<file path="config.mk">
export PLATFORM = sky130hd
export DESIGN_NAME = jls_prediction_error
export DESIGN_NICKNAME = d
export VERILOG_FILES = /design/src/design/jls_pkg.sv /design/src/design/jls_prediction_error.sv
export SDC_FILE = /design/constraint.sdc
export NUM_CORES = 1
export LEC_CHECK = 0
export ABC_AREA = 1
export ABC_CLOCK_PERIOD_IN_PS = 13800
export BUFFER_PORTS_ARGS = -buffer_cell sky130_fd_sc_hd__buf_2
export CORE_MARGIN = 2
export CORE_UTILIZATION = 59
export CTS_BUF_LIST = sky130_fd_sc_hd__clkbuf_8 sky130_fd_sc_hd__clkbuf_16
export CTS_CLUSTER_SIZE = 28
export DETAILED_ROUTE_END_ITERATION = 7
export GPL_TIMING_DRIVEN = 0
export PLACE_DENSITY = 0.87
export SLEW_MARGIN = 15
export SYNTH_ARGS = -nofsm -noshare
export SYNTH_HDL_FRONTEND = slang
export SYNTH_SLANG_ARGS = --single-unit
</file>
<file path="constraint.sdc">
create_clock -name clk -period 13.8 [get_ports clk]
set_input_delay 2.07 -clock clk [delete_from_list [all_inputs] [get_ports clk]]
set_output_delay 2.07 -clock clk [all_outputs]
set_load 0.005 [all_outputs]
</file>
<file path="src/design/jls_pkg.sv">
// Shared constants and pipeline records for the JPEG-LS context modeler.
// Every stage of the modeler imports this package with a wildcard import.
// Lossless only, so the gradient thresholds are the fixed default values.

`default_nettype none

package jls_pkg;

    //------------------------------------------------------------
    // image geometry
    //------------------------------------------------------------
    localparam int unsigned COORD_W    = 14;    // column / row count width
    localparam int unsigned PIXEL_W    = 8;
    localparam int unsigned LINE_DEPTH = 16384; // one row of up to 16384 pixels

    // narrowest accepted width-1, smaller i_w is raised to this
    localparam logic [COORD_W-1:0] MIN_W_M1 = COORD_W'(4);

    //------------------------------------------------------------
    // gradient quantizer
    //------------------------------------------------------------
    localparam int GRAD_T1 = 3;
    localparam int GRAD_T2 = 7;
    localparam int GRAD_T3 = 21;

    localparam int          CTX_MAX = 364;  // 81*4 + 9*4 + 4
    localparam int unsigned CTX_W   = 9;

    //------------------------------------------------------------
    // error modulo reduction
    //------------------------------------------------------------
    localparam int ERR_RANGE = 256;
    localparam int ERR_HALF  = 128;

    //------------------------------------------------------------
    // stage records
    //------------------------------------------------------------
    // raster counter output
    typedef struct packed {
        logic [PIXEL_W-1:0] x;
        logic [COORD_W-1:0] col;        // doubles as line buffer write address
        logic               first_col;
        logic               last_col;
        logic               first_row;
        logic               last;       // final pixel of the image
    } pixel_pos_t;

    // current pixel with its causal neighbours
    typedef struct packed {
        logic [PIXEL_W-1:0] x;
        logic [PIXEL_W-1:0] a;          // left
        logic [PIXEL_W-1:0] b;          // above
        logic [PIXEL_W-1:0] c;          // above left
        logic [PIXEL_W-1:0] d;          // above right
        logic               last;
    } neighbours_t;

    // quantizer output, d is no longer needed
    typedef struct packed {
        logic [PIXEL_W-1:0] x;
        logic [PIXEL_W-1:0] a;
        logic [PIXEL_W-1:0] b;
        logic [PIXEL_W-1:0] c;
        logic [CTX_W-1:0]   q;          // context magnitude 0..364
        logic               sign;       // context was negative
        logic               last;
    } ctx_tagged_t;

    // per-pixel result
    typedef struct packed {
        logic [CTX_W-1:0]          q;
        logic                      sign;
        logic signed [PIXEL_W-1:0] errval;  // -128..127
        logic                      last;
    } ctx_result_t;

endpackage

`default_nettype wire

</file>
<file path="src/design/jls_prediction_error.sv">
// Prediction error, last stage of the context modeler.
// Median edge detector prediction from a, b, c, then the error x-Px is
// negated for negative contexts and folded modulo 256 into -128..127.

`timescale 1ns/1ps
`default_nettype none

module jls_prediction_error
    import jls_pkg::*;
(
    input  wire                clk,
    input  wire                reset,
    input  wire                i_valid,
    input  wire  ctx_tagged_t  i_ctx,
    output logic               o_valid,
    output ctx_result_t        o_res
);

    // MED, picks min/max on edges, else the planar value
    function automatic logic [PIXEL_W-1:0] med_predict(
        input logic [PIXEL_W-1:0] a,
        input logic [PIXEL_W-1:0] b,
        input logic [PIXEL_W-1:0] c
    );
        logic [PIXEL_W-1:0] mx;
        logic [PIXEL_W-1:0] mn;
        mx = (a > b) ? a : b;
        mn = (a > b) ? b : a;
        if (c >= mx) begin
            return mn;
        end else if (c <= mn) begin
            return mx;
        end else begin
            return a + b - c;         // c sits between a and b, no overflow
        end
    endfunction

    logic [PIXEL_W-1:0]        px;
    logic signed [PIXEL_W+1:0] err_raw;   // -255..255 plus headroom
    logic signed [PIXEL_W+1:0] err_sgn;
    logic signed [PIXEL_W+1:0] err_mod;

    assign px      = med_predict(i_ctx.a, i_ctx.b, i_ctx.c);
    assign err_raw = $signed({2'b00, i_ctx.x}) - $signed({2'b00, px});
    assign err_sgn = i_ctx.sign ? -err_raw : err_raw;

    //------------------------------------------------------------
    // modulo reduction
    //------------------------------------------------------------
    always_comb begin
        err_mod = err_sgn;
        if (err_mod < 0) begin
            err_mod = err_mod + (PIXEL_W+2)'(ERR_RANGE);
        end
        if (err_mod >= (PIXEL_W+2)'(ERR_HALF)) begin
            err_mod = err_mod - (PIXEL_W+2)'(ERR_RANGE);
        end
    end

    //------------------------------------------------------------
    // stage register
    //------------------------------------------------------------
    always_ff @(posedge clk) begin
        if (reset) begin
            o_valid <= 1'b0;
        end else begin
            o_valid <= i_valid;
        end
    end

    always_ff @(posedge clk) begin
        if (i_valid) begin
            o_res.q      <= i_ctx.q;
            o_res.sign   <= i_ctx.sign;
            o_res.errval <= err_mod[PIXEL_W-1:0];   // already in -128..127
            o_res.last   <= i_ctx.last;
        end
    end

endmodule

`default_nettype wire

</file>
# [Word-level counts from Yosys, hierarchy flattened]
# Index checks and enable logic that the tools add are counted.
[totals] regBits=20 latchBits=0 ramBits=0 romBits=0 inputBits=46 out_inout_bits=20 wordCells=23 mem_count=0
[classes] n_addsub=6 mul=0 div=0 magnitude_cmp=5 n_eq_ne=0 shift=0 muxes=7 bitwise_logic=0 reduce_logical=0
[op_table] op="$mux W8" count=5
[op_table] op="$mux W10" count=2
[op_table] op="$add A10 B10 Y10 const B" count=1
[op_table] op="$ge A10 B9 Y1 const B" count=1
[op_table] op="$lt A10 B1 Y1 const B" count=1
[op_table] op="$neg A9 Y10" count=1
[op_table] op="$sub A8 B8 Y9" count=1
[op_table] op="$add A8 B8 Y8" count=1
[op_table] op="$ge A8 B8 Y1" count=1
[op_table] op="$gt A8 B8 Y1" count=1
[op_table] op="$le A8 B8 Y1" count=1
[op_table] op="$sub A8 B1 Y8 const B" count=1
[op_table] op="$sub A8 B8 Y8" count=1

# [Logic depth before layout (Yosys ltp)]
# Gate-level depths: netlist of the first run.
[logic_depth] depth_word=12 mapped_depth=40 ltp_nobuf=39

# [Worst setup path after synthesis of the first run]
# Ideal clock, no wire load.
[synth_path] path_type="in2reg" from="input port i_ctx[24] (netlist bit)" to="register o_res[8] (netlist bit), data pin" setup_time_ps=253 arrival_ps=5564 required_time_ps=13547 setup_slack_ps=7983 path_stages=30 n_path_buf=2 path_cell_list="inv_1 > ha_1 > a21oi_1 > nor2_1 > nor2_1 > nand2_2 > nand2_4 > buf_6 > o21ai_0 > ha_1 > nand2_1 > nor2_1 > nand4_1 > a21boi_1 > buf_2 > nand2_1 > a31oi_1 > ha_1 > fa_1 > inv_1 > nand3_1 > nand2_2 > xor2_2 > nor2_1 > nand3_1 > nand2_2 > inv_2 > nand3_1 > nand3b_1 > nand2_1"
[synth_via] elab_chain_len=12 elab_cells_between_ends=18 cone_classes="6 x add/sub; 5 x order compare; 7 x mux"
[synth_rtl] element="from (decl)" line="jls_prediction_error.sv:14" rtl="input wire ctx_tagged_t i_ctx,"
[synth_rtl] element="$gt A8 B8 Y1" line="jls_prediction_error.sv:27, jls_prediction_error.sv:28"
[synth_rtl] element="$mux W8" line="jls_prediction_error.sv:28" rtl="mn = (a > b) ? b : a;"
[synth_rtl] element="$le A8 B8 Y1" line="jls_prediction_error.sv:31" rtl="end else if (c <= mn) begin"
[synth_rtl] element="$mux W8" line="jls_prediction_error.sv:31"
[synth_rtl] element="$mux W8 *" line="jls_prediction_error.sv:29" rtl="if (c >= mx) begin"
[synth_rtl] element="$sub A8 B8 Y9 *" line="jls_prediction_error.sv:44" rtl="assign err_raw = $signed({2'b00, i_ctx.x}) - $signed({2'b00, px});"
[synth_rtl] element="$neg A9 Y10" line="jls_prediction_error.sv:45" rtl="assign err_sgn = i_ctx.sign ? -err_raw : err_raw;"
[synth_rtl] element="$mux W10 *" line="jls_prediction_error.sv:45"
[synth_rtl] element="$add A10 B10 Y10 / $lt A10 B1 Y1 (equally long branches)" line="jls_prediction_error.sv:53, jls_prediction_error.sv:52"
[synth_rtl] element="$mux W10 *" line="jls_prediction_error.sv:52" rtl="if (err_mod < 0) begin"
[synth_rtl] element="$sub A8 B1 Y8 / $ge A10 B9 Y1 (equally long branches)" line="jls_prediction_error.sv:56, jls_prediction_error.sv:55"
[synth_rtl] element="$mux W8 *" line="jls_prediction_error.sv:55" rtl="if (err_mod >= (PIXEL_W+2)'(ERR_HALF)) begin"
[synth_rtl] element="named net err_mod[7]" line="jls_prediction_error.sv:41" rtl="logic signed [PIXEL_W+1:0] err_mod;"
[synth_rtl] element="to (decl)" line="jls_prediction_error.sv:16" rtl="output ctx_result_t o_res"
# The timed path passes the listed nets; every way through them passes the cells marked *.
# A chain may end at the register's enable or synchronous reset.

# [Final worst setup path of the first run]
[layout_path] from="input port i_ctx[26] (netlist bit)" to="register o_res[8] (netlist bit), data pin"
# The elaborated chain is that of the path after synthesis.

==> impl_metrics.tcl, run 1 <==
set metrics [dict create \
    finalCritPeriodShare_pct 46.06 \
    grt.overflow.total 0 \
    synth_top_cell_by_area "edfxtp_1" \
    grt_pass1_wl_mm 10.17 \
    arrival_ns 6.37 \
    vias 2523 \
    synth_area_um2 2636 \
    die_x_um 70.85 \
    first_pass_iters 4 \
    fin_crit_ns 6.357 \
    whs_path_depth 2 \
    whs_endpoint "o_valid$_SDFF_PP0_" \
    grt_pass1_vias 2486 \
    htreeDepth 1 \
    synth.net_count 450 \
    post-cts-setup-buffers 0 \
    rsz0062_at_grt "false" \
    final_hold_viol_count 0 \
    cp_slowest_cell "fa_1" \
    leakage_nw 1.704 \
    final_max_slew_viol_count 0 \
    cts_made_buffers 3 \
    rows 24 \
    cts_resized 0 \
    synthTopCellsByArea "edfxtp_1 22%, ha_1 19%, nand2_1 13%, inv_1 8.3%, fa_1 6.1%" \
    dieArea_um2 5019 \
    synthCells 356 \
    clock_sinks 20 \
    worst-path-max-fanout 10 \
    place_hpwl_mm 4.967 \
    cts_tree "built" \
    critPathMaxStageDelay_ns 0.38 \
    viasPerCell 5.289 \
    io_buffers 65 \
    tightestPinTransition_ns 0.4325 \
    min-delay-path-class "in2reg" \
    ir_drop_mv 0.04896 \
    seq_area_frac_synth_pct 22.40 \
    crit_path_start_kind "primary input" \
    slew_headroom_pct 71.17 \
    yosysTopAreaCellShare_pct 21.64 \
    wl_mm 5.790 \
    utilization_pct 71.64 \
    drive_gt1_share_pct 22.12 \
    clkSlewWorstSetupHoldPaths_ns 0.07 \
    cap_violations 0 \
    startpoint "i_ctx[26]" \
    drc_errors 0 \
    grt_max_degree 21 \
    yosysWarnings 0 \
    routedWlPerCell_um 12.14 \
    ios 66 \
    final_cell_count_no_fill 477 \
    clock-root-buffer "clkbuf_8" \
    outcome "finished clean" \
    ant_nets 0 \
    final_common_cell "nand2_1" \
    cts_buffer_depth 2 \
    core_um2 4324 \
    fill_cells 362 \
    final_nets 520 \
    grt_util_all_layers_pct 24.48 \
    place.gp.congestion 0.8907 \
    dpl_worst_slack_ns 7.261 \
    p_per_area_nw_per_um2 119.4 \
    yosysUniqueCellTypes 34 \
    crit_required_ns 13.82 \
    final_cell_mix "92 x nand2_1, 67 x buf_2, 58 x inv_1" \
    hp-start "reset" \
    layout_setup_ws_ns 7.443 \
    grt_antenna_before_repair 0 \
    worstSetupEndpointType "flop" \
    antennaDiodeCount 0 \
    initial_core_util_pct 60.97 \
    ctsHoldBuffers 0 \
    avgSynthCellArea_um2 7.405 \
    dp_cells 473 \
    first_iter_violations 111 \
    fmax_ghz 0.1573 \
    fin_setup_tns_ns 0 \
    synth_seq_cells 20 \
    final-setup-viol-count 0 \
    path_class "in2reg" \
    die_y_um 70.85 \
    area_growth_pct 17.51 \
]
-- synth_stat cells --
library cell  instances
a31oi_1               2
nand2_4               1
o21ai_0              12
a21o_1                1
inv_2                 3
o21ai_2               1
or2_1                 1
nand2_2               9
dfxtp_1               1
o21a_1                2
fa_1                  8
or2_2                 1
xnor2_1               7
nand4_1               6
a21oi_2               1
buf_2                 2
xor2_2                1
nand4_2               1
buf_6                 3
inv_1                58
a21oi_1              14
nand3b_1              2
a21boi_1              1
nand3_1              21
nand2_1              92
nor2_4                1
ha_1                 40
o21bai_1              1
o21ai_1              14
nor2_1               20
o211ai_1              2
and2_4                1
xor2_1                7
edfxtp_1             19
-- worst max-delay path by stage --
| stage | slack (ns) | cells after the start | to |
|---|---|---|---|
| 2_1_floorplan | 7.98 | 30 | o_res[8]$_DFFE_PP_ |
| 3_3_place_gp | 7.35 | 30 | o_res[8]$_DFFE_PP_ |
| 3_5_place_dp | 7.26 | 30 | o_res[8]$_DFFE_PP_ |
| 4_1_cts | 7.49 | 30 | o_res[8]$_DFFE_PP_ |
| 5_1_grt | 7.06 | 32 | o_res[8]$_DFFE_PP_ |
| 6_report | 7.44 | 30 | o_res[8]$_DFFE_PP_ |
-- cell type report --
cell class | count | area [um2] | share of cell area, %
clock inverters | 1 | 30.03 | 0.9693
clock buffers | 3 | 41.29 | 1.333
flip-flops and latches | 20 | 590.6 | 19.06
plain buffers | 5 | 43.79 | 1.414
well taps | 52 | 65.06 | 2.100
inverters | 61 | 229.0 | 7.391
multi-input cells | 270 | 1773 | 57.23
repair buffers | 65 | 325.3 | 10.50
-- report_power, final --
group	internal (W)	switching, W	total, W
Sequential	0.0000861	0.00000324	0.0000894
Combinational	0.0000917	0.000131	0.000223
Clock	0.0000387	0.0000192	0.0000579
-- cells by family after synthesis --
family | Yosys count | share of synthesized area, %
compound gates | 51 | 10.73
xor+xnor | 15 | 5.268
fa+ha+maj | 48 | 25.06
buf+inv | 66 | 10.35
flops | 20 | 22.40
simple gates | 156 | 26.20
-- flip-flops by register name (all words and copies together), names as in the netlist --
| signal | flops |
|---|---|
| o_res | 19 |
| o_valid | 1 |
-- worst max-delay path, delay by kind of cell --
kind | cells | cell delay (ns)
buffers and inverters | 6 | 0.78
and+or+nand+nor | 15 | 1.48
xor gates and xnor gates | 1 | 0.21
adders and majority gates | 4 | 1.26
AOI/OAI and AO/OA | 4 | 0.56
-- through the flow --
stage	area [um2]	hold WS, ns	total power, W
final	3098	1.965	0.0003700
after detailed placement	3027	2.235	0.0003125
after global routing	3098	1.968	0.0004076
after floorplan	2636	2.141	0.0002543
after global placement	3027	2.227	0.0003021
after CTS	3098	1.963	0.0003708
-- layer usage --
metal,wire (um),part of all wire (%),track usage [%]
met1,2323,40,29.23
met2,2864,49,45.07
met3,450,7.8,3.134
met4,152,2.6,8.386
met5,0,0,0
Power figures use the tool's default switching activity.
==> run 2: changes to the inputs <==
- ABC_CLOCK_PERIOD_IN_PS: 13800 -> 6300
- CORE_UTILIZATION: 59 -> 55
- PLACE_DENSITY: 0.87 -> 0.82
- clock period: 13.8 -> 6.3 ns (I/O delays scaled with it)
==> run 2 against run 1 <==
Net effect: final area about the same; wire length shrank 1.8%; sequential share of layout area barely moved; count of clock-buffer cells in the layout did not move; first-iteration DRC count shrank 31%; worst hold slack lost 1.1 ns; largest power group unchanged; highest routed layer unchanged.
==> impl_metrics.tcl, run 2 (same netlist as run 1, synthesis figures left out) <==
set metrics [dict create \
    cts_tree "built" \
    routedWlPerCell_um 11.87 \
    grt_util_all_layers_pct 23.02 \
    grt_pass1_vias 2352 \
    clock_sinks 20 \
    ir_drop_mv 0.1406 \
    grt_use_met2_pct 43.44 \
    min-delay-path-class "in2reg" \
    final_max_slew_viol_count 0 \
    grt_antenna_before_repair 0 \
    antennaDiodeCount 0 \
    worstSetupEndpointType "flop" \
    area_growth_pct 17.61 \
    cts_made_buffers 3 \
    dieArea_um2 5363 \
    grt.busiest_layer "met2" \
    drive_gt1_share_pct 22.12 \
    final_common_cell "nand2_1" \
    wl_mm 5.684 \
    path_class "in2reg" \
    htreeDepth 1 \
    fin_crit_ns 5.067 \
    crit_path_start_kind "primary input" \
    final-setup-viol-count 0 \
    hp-start "reset" \
    grt_max_degree 21 \
    cp_slowest_cell "fa_1" \
    fmax_ghz 0.1973 \
    cts_buffer_depth 2 \
    use_met3_pct 2.210 \
    whs_path_depth 2 \
    outcome "finished clean" \
    clkSlewWorstSetupHoldPaths_ns 0.07 \
    largest_reg_flops 19 \
    slew_headroom_pct 73.05 \
    leakage_nw 1.704 \
    finalCritPeriodShare_pct 80.44 \
    largest_registers "o_res: 19 flops, o_valid: 1 flops" \
    clock-root-buffer "clkbuf_8" \
    largest-register "o_res" \
    ant_nets 0 \
    drc_errors 0 \
    grt_pass1_wl_mm 9.756 \
    io_buffers 65 \
    place_hpwl_mm 4.964 \
    critPathMaxStageDelay_ns 0.38 \
    grt.overflow.total 0 \
    fin_setup_tns_ns 0 \
    worst-path-max-fanout 10 \
    rsz0062_at_grt "false" \
    initial_core_util_pct 56.56 \
    final_nets 520 \
    final_hold_viol_count 0 \
    first_pass_iters 4 \
    crit_required_ns 6.32 \
    die_y_um 73.24 \
    place.gp.congestion 0.8850 \
    post-cts-setup-buffers 0 \
    final_cell_mix "92 x nand2_1, 67 x buf_2, 58 x inv_1" \
    globalRouteMet1Util_pct 26.75 \
    vias 2512 \
    arrival_ns 5.09 \
    die_x_um 73.24 \
    ios 66 \
    p_total_w 0.0008032 \
    whs_endpoint "o_valid$_SDFF_PP0_" \
    first_iter_violations 77 \
    ctsHoldBuffers 0 \
    rows 25 \
    p_per_area_nw_per_um2 259.1 \
    cts_resized 0 \
    tightestPinTransition_ns 0.4043 \
    cap_violations 0 \
    core_um2 4661 \
    viasPerCell 5.244 \
]
==> run 2: per-stage QoR <==
step / hold slack, ns / instances / setup slack, ns / cell area (um2) / utilization, %
after floorplan: 1.016 / 356 / 1.608 / 2636 / -
after global placement: 1.102 / 475 / 0.9740 / 3029 / 64.99
after detailed placement: 1.114 / 475 / 0.9265 / 3029 / 64.99
after CTS: 0.8366 / 479 / 1.189 / 3100 / 66.52
after global routing: 0.8366 / 479 / 0.7224 / 3100 / 66.52
final: 0.8398 / 479 / 1.233 / 3100 / 66.52
==> run 2: layer usage <==
metal,part of all wire [%],vias up
li1,-,1297
met1,41,1124
met2,53,85
met3,5.8,6
met4,0.74,0
met5,0,-
==> run 2: how the worst max path moves through the flow <==
| stage | startpoint | end | slack [ns] | depth (start not counted) |
|---|---|---|---|---|
| after floorplan | i_ctx[24] | o_res[8]$_DFFE_PP_ | 1.61 | 30 |
| after CTS | i_ctx[26] | o_res[8]$_DFFE_PP_ | 1.19 | 30 |
| after detailed placement | i_ctx[26] | o_res[8]$_DFFE_PP_ | 0.93 | 30 |
| after global routing | i_ctx[26] | o_res[8]$_DFFE_PP_ | 0.72 | 35 |
| final | i_ctx[26] | o_res[8]$_DFFE_PP_ | 1.23 | 30 |
| after global placement | i_ctx[26] | o_res[8]$_DFFE_PP_ | 0.97 | 30 |
==> run 2: worst max-delay path: cells and delay by family <==
| kind | cells | cell delay [ns] |
|---|---|---|
| XOR/XNOR | 1 | 0.21 |
| AND/OR/NAND/NOR | 15 | 1.40 |
| AO/OA/AOI/OAI | 4 | 0.54 |
| buffers and inverters | 6 | 0.76 |
| adder cells (fa/ha/maj) | 4 | 1.23 |
==> run 2: power by group <==
| part | leakage (nW) | internal [W] | switching, W |
|---|---|---|---|
| Combinational | 1.47 | 0.000201 | 0.000285 |
| Sequential | 0.194 | 0.000189 | 0.00000618 |
| Clock | 0.0357 | 0.0000847 | 0.0000383 |
==> run 2: area by class of cell <==
cell class / instances / area, um2
multi-input cells: 270 / 1773
fillers: 414 / 1560
flip-flops and latches: 20 / 590.6
repair buffers: 65 / 325.3
inverters: 61 / 229.0
well taps: 54 / 67.56
plain buffers: 5 / 43.79
clock buffers: 3 / 41.29
clock inverters: 1 / 30.03
==> run 3: changes to the inputs <==
- ABC_CLOCK_PERIOD_IN_PS: 6300 -> 4700
- clock period: 6.3 -> 4.7 ns (I/O delays scaled with it)
==> run 3 against run 2 <==
Net effect: first-iteration DRC count grew 22%; non-clock buffer count grew 23; worst hold slack lost 0.24 ns; final area grew 19%; highest routed layer unchanged.
==> impl_metrics.tcl, run 3 (same netlist as run 1, synthesis figures left out) <==
set metrics [dict create \
    clkSlewWorstSetupHoldPaths_ns 0.07 \
    tightestPinTransition_ns 0.3966 \
    leakage_nw 1.903 \
    utilization_pct 79.25 \
    final_hold_viol_count 0 \
    core_um2 4661 \
    pwr-share-seq_pct 20.1 \
    area_growth_pct 40.10 \
    outcome "finished clean" \
    grt_util_all_layers_pct 23.31 \
    critPathMaxStageDelay_ns 0.37 \
    clock-root-buffer "clkbuf_8" \
    switchingPower_w 0.0005309 \
    routedWlPerCell_um 14.50 \
    drive_gt1_share_pct 37.95 \
    arrival_ns 4.62 \
    ant_nets 0 \
    first_iter_violations 94 \
    drc_errors 0 \
    cts_buffer_depth 2 \
    clock_sinks 20 \
    slew_headroom_pct 73.56 \
    critPathTopFamily "simple AND/OR/NAND/NOR gates" \
    cp_slowest_cell "fa_2" \
    worst-path-max-fanout 8 \
    initial_core_util_pct 56.56 \
    cp_num_buf_inv 4 \
    cap_violations 0 \
    place.gp.congestion 0.8850 \
    dieArea_um2 5363 \
    ir_drop_mv 0.2147 \
    first_pass_iters 4 \
    path_class "in2reg" \
    p_int_w 0.0007674 \
    min-delay-path-class "in2reg" \
    place_hpwl_mm 4.964 \
    whs_ns 0.6001 \
    final_common_cell "nand2_1" \
    grt_max_degree 21 \
    cts_tree "built" \
    p_per_area_nw_per_um2 351.5 \
    grt_antenna_before_repair 0 \
    pwr-share-comb_pct 67.2 \
    finalCritPeriodShare_pct 97.85 \
    htreeDepth 1 \
    switching_share_pct 40.89 \
    crit_path_frequent_cell "nand2_1" \
    final_max_slew_viol_count 0 \
    final-setup-viol-count 0 \
    viasPerCell 5.361 \
    grt.overflow.total 0 \
    antennaDiodeCount 0 \
    wl_mm 7.277 \
    fmax_ghz 0.2174 \
    crit_path_start_kind "primary input" \
    io_buffers 65 \
    rows 25 \
    final_nets 543 \
    largest-register "o_res" \
    largest_registers "o_res: 19 flops, o_valid: 1 flops" \
    ios 66 \
    clkPwrFrac_pct 12.7 \
    final_cell_mix "80 x nand2_1, 55 x buf_2, 45 x inv_1" \
    crit_required_ns 4.72 \
    grt_pass1_vias 2390 \
    grt_pass1_wl_mm 9.908 \
    cts_made_buffers 3 \
    die_x_um 73.24 \
    largest_reg_flops 19 \
    fin_crit_ns 4.599 \
    vias 2691 \
    worstSetupEndpointType "flop" \
    die_y_um 73.24 \
]
==> run 3: area by class of cell <==
type,count,area [um2]
Buffer,5,63.81
Fill cell,308,967.2
Multi-Input combinational cell,270,2026
Tap cell,54,67.56
Inverter,61,249.0
Sequential cell,20,590.6
Clock buffer,3,41.29
Clock inverter,1,30.03
Timing Repair Buffer,88,625.6
==> run 3: path summary, 6_finish.rpt <==
kind	slack, ns	depth (start not counted)	from	endpoint
worst max-delay path	0.10	31	i_ctx[31]	o_res[8]$_DFFE_PP_
worst min-delay path	0.60	2	reset	o_valid$_SDFF_PP0_
==> run 3: layer usage <==
metal | vias up | wire, um | global-route usage [%]
li1 | 1351 | - | -
met1 | 1206 | 2758 | 27.26
met2 | 107 | 3802 | 43.54
met3 | 27 | 412 | 2.486
met4 | 0 | 303 | 8.025
met5 | - | 0 | 0
==> run 3: through the flow <==
stage	setup WS (ns)	area, um2	cells	TNS (ns)	total power [W]
finish	0.1009	3694	502	0	0.001298
global route	-0.1420	3694	502	-0.1820	0.001407
CTS	0.008550	3144	482	0	0.001105
detailed placement	-0.4335	3029	475	-1.365	0.0009130
global placement	-0.3860	3029	475	-1.057	0.0008886
floorplan	0.2477	2636	356	0	0.0007467
==> run 3: repair_timing <==
action / 4_1_cts / 5_1_grt
setup buffers: 3 / 17
hold buffers: 0 / 0
endpoints found under the setup margin: 2 / 6
cloned: 0 / 3
hold endpoints to repair: 0 / 0
gates resized for setup: 11 / 97
pin swaps: 1 / 44
==> run 3: power by group through the flow <==
| stage | combinational (W) | sequential, W | clock (W) |
|---|---|---|---|
| final | 0.000872 | 0.000261 | 0.000165 |
| after global routing | 0.000968 | 0.000266 | 0.000173 |
| after CTS | 0.000675 | 0.000262 | 0.000168 |
| after detailed placement | 0.000648 | 0.000265 | 0 |
| after global placement | 0.000625 | 0.000264 | 0 |
| after floorplan | 0.000474 | 0.000273 | 0 |
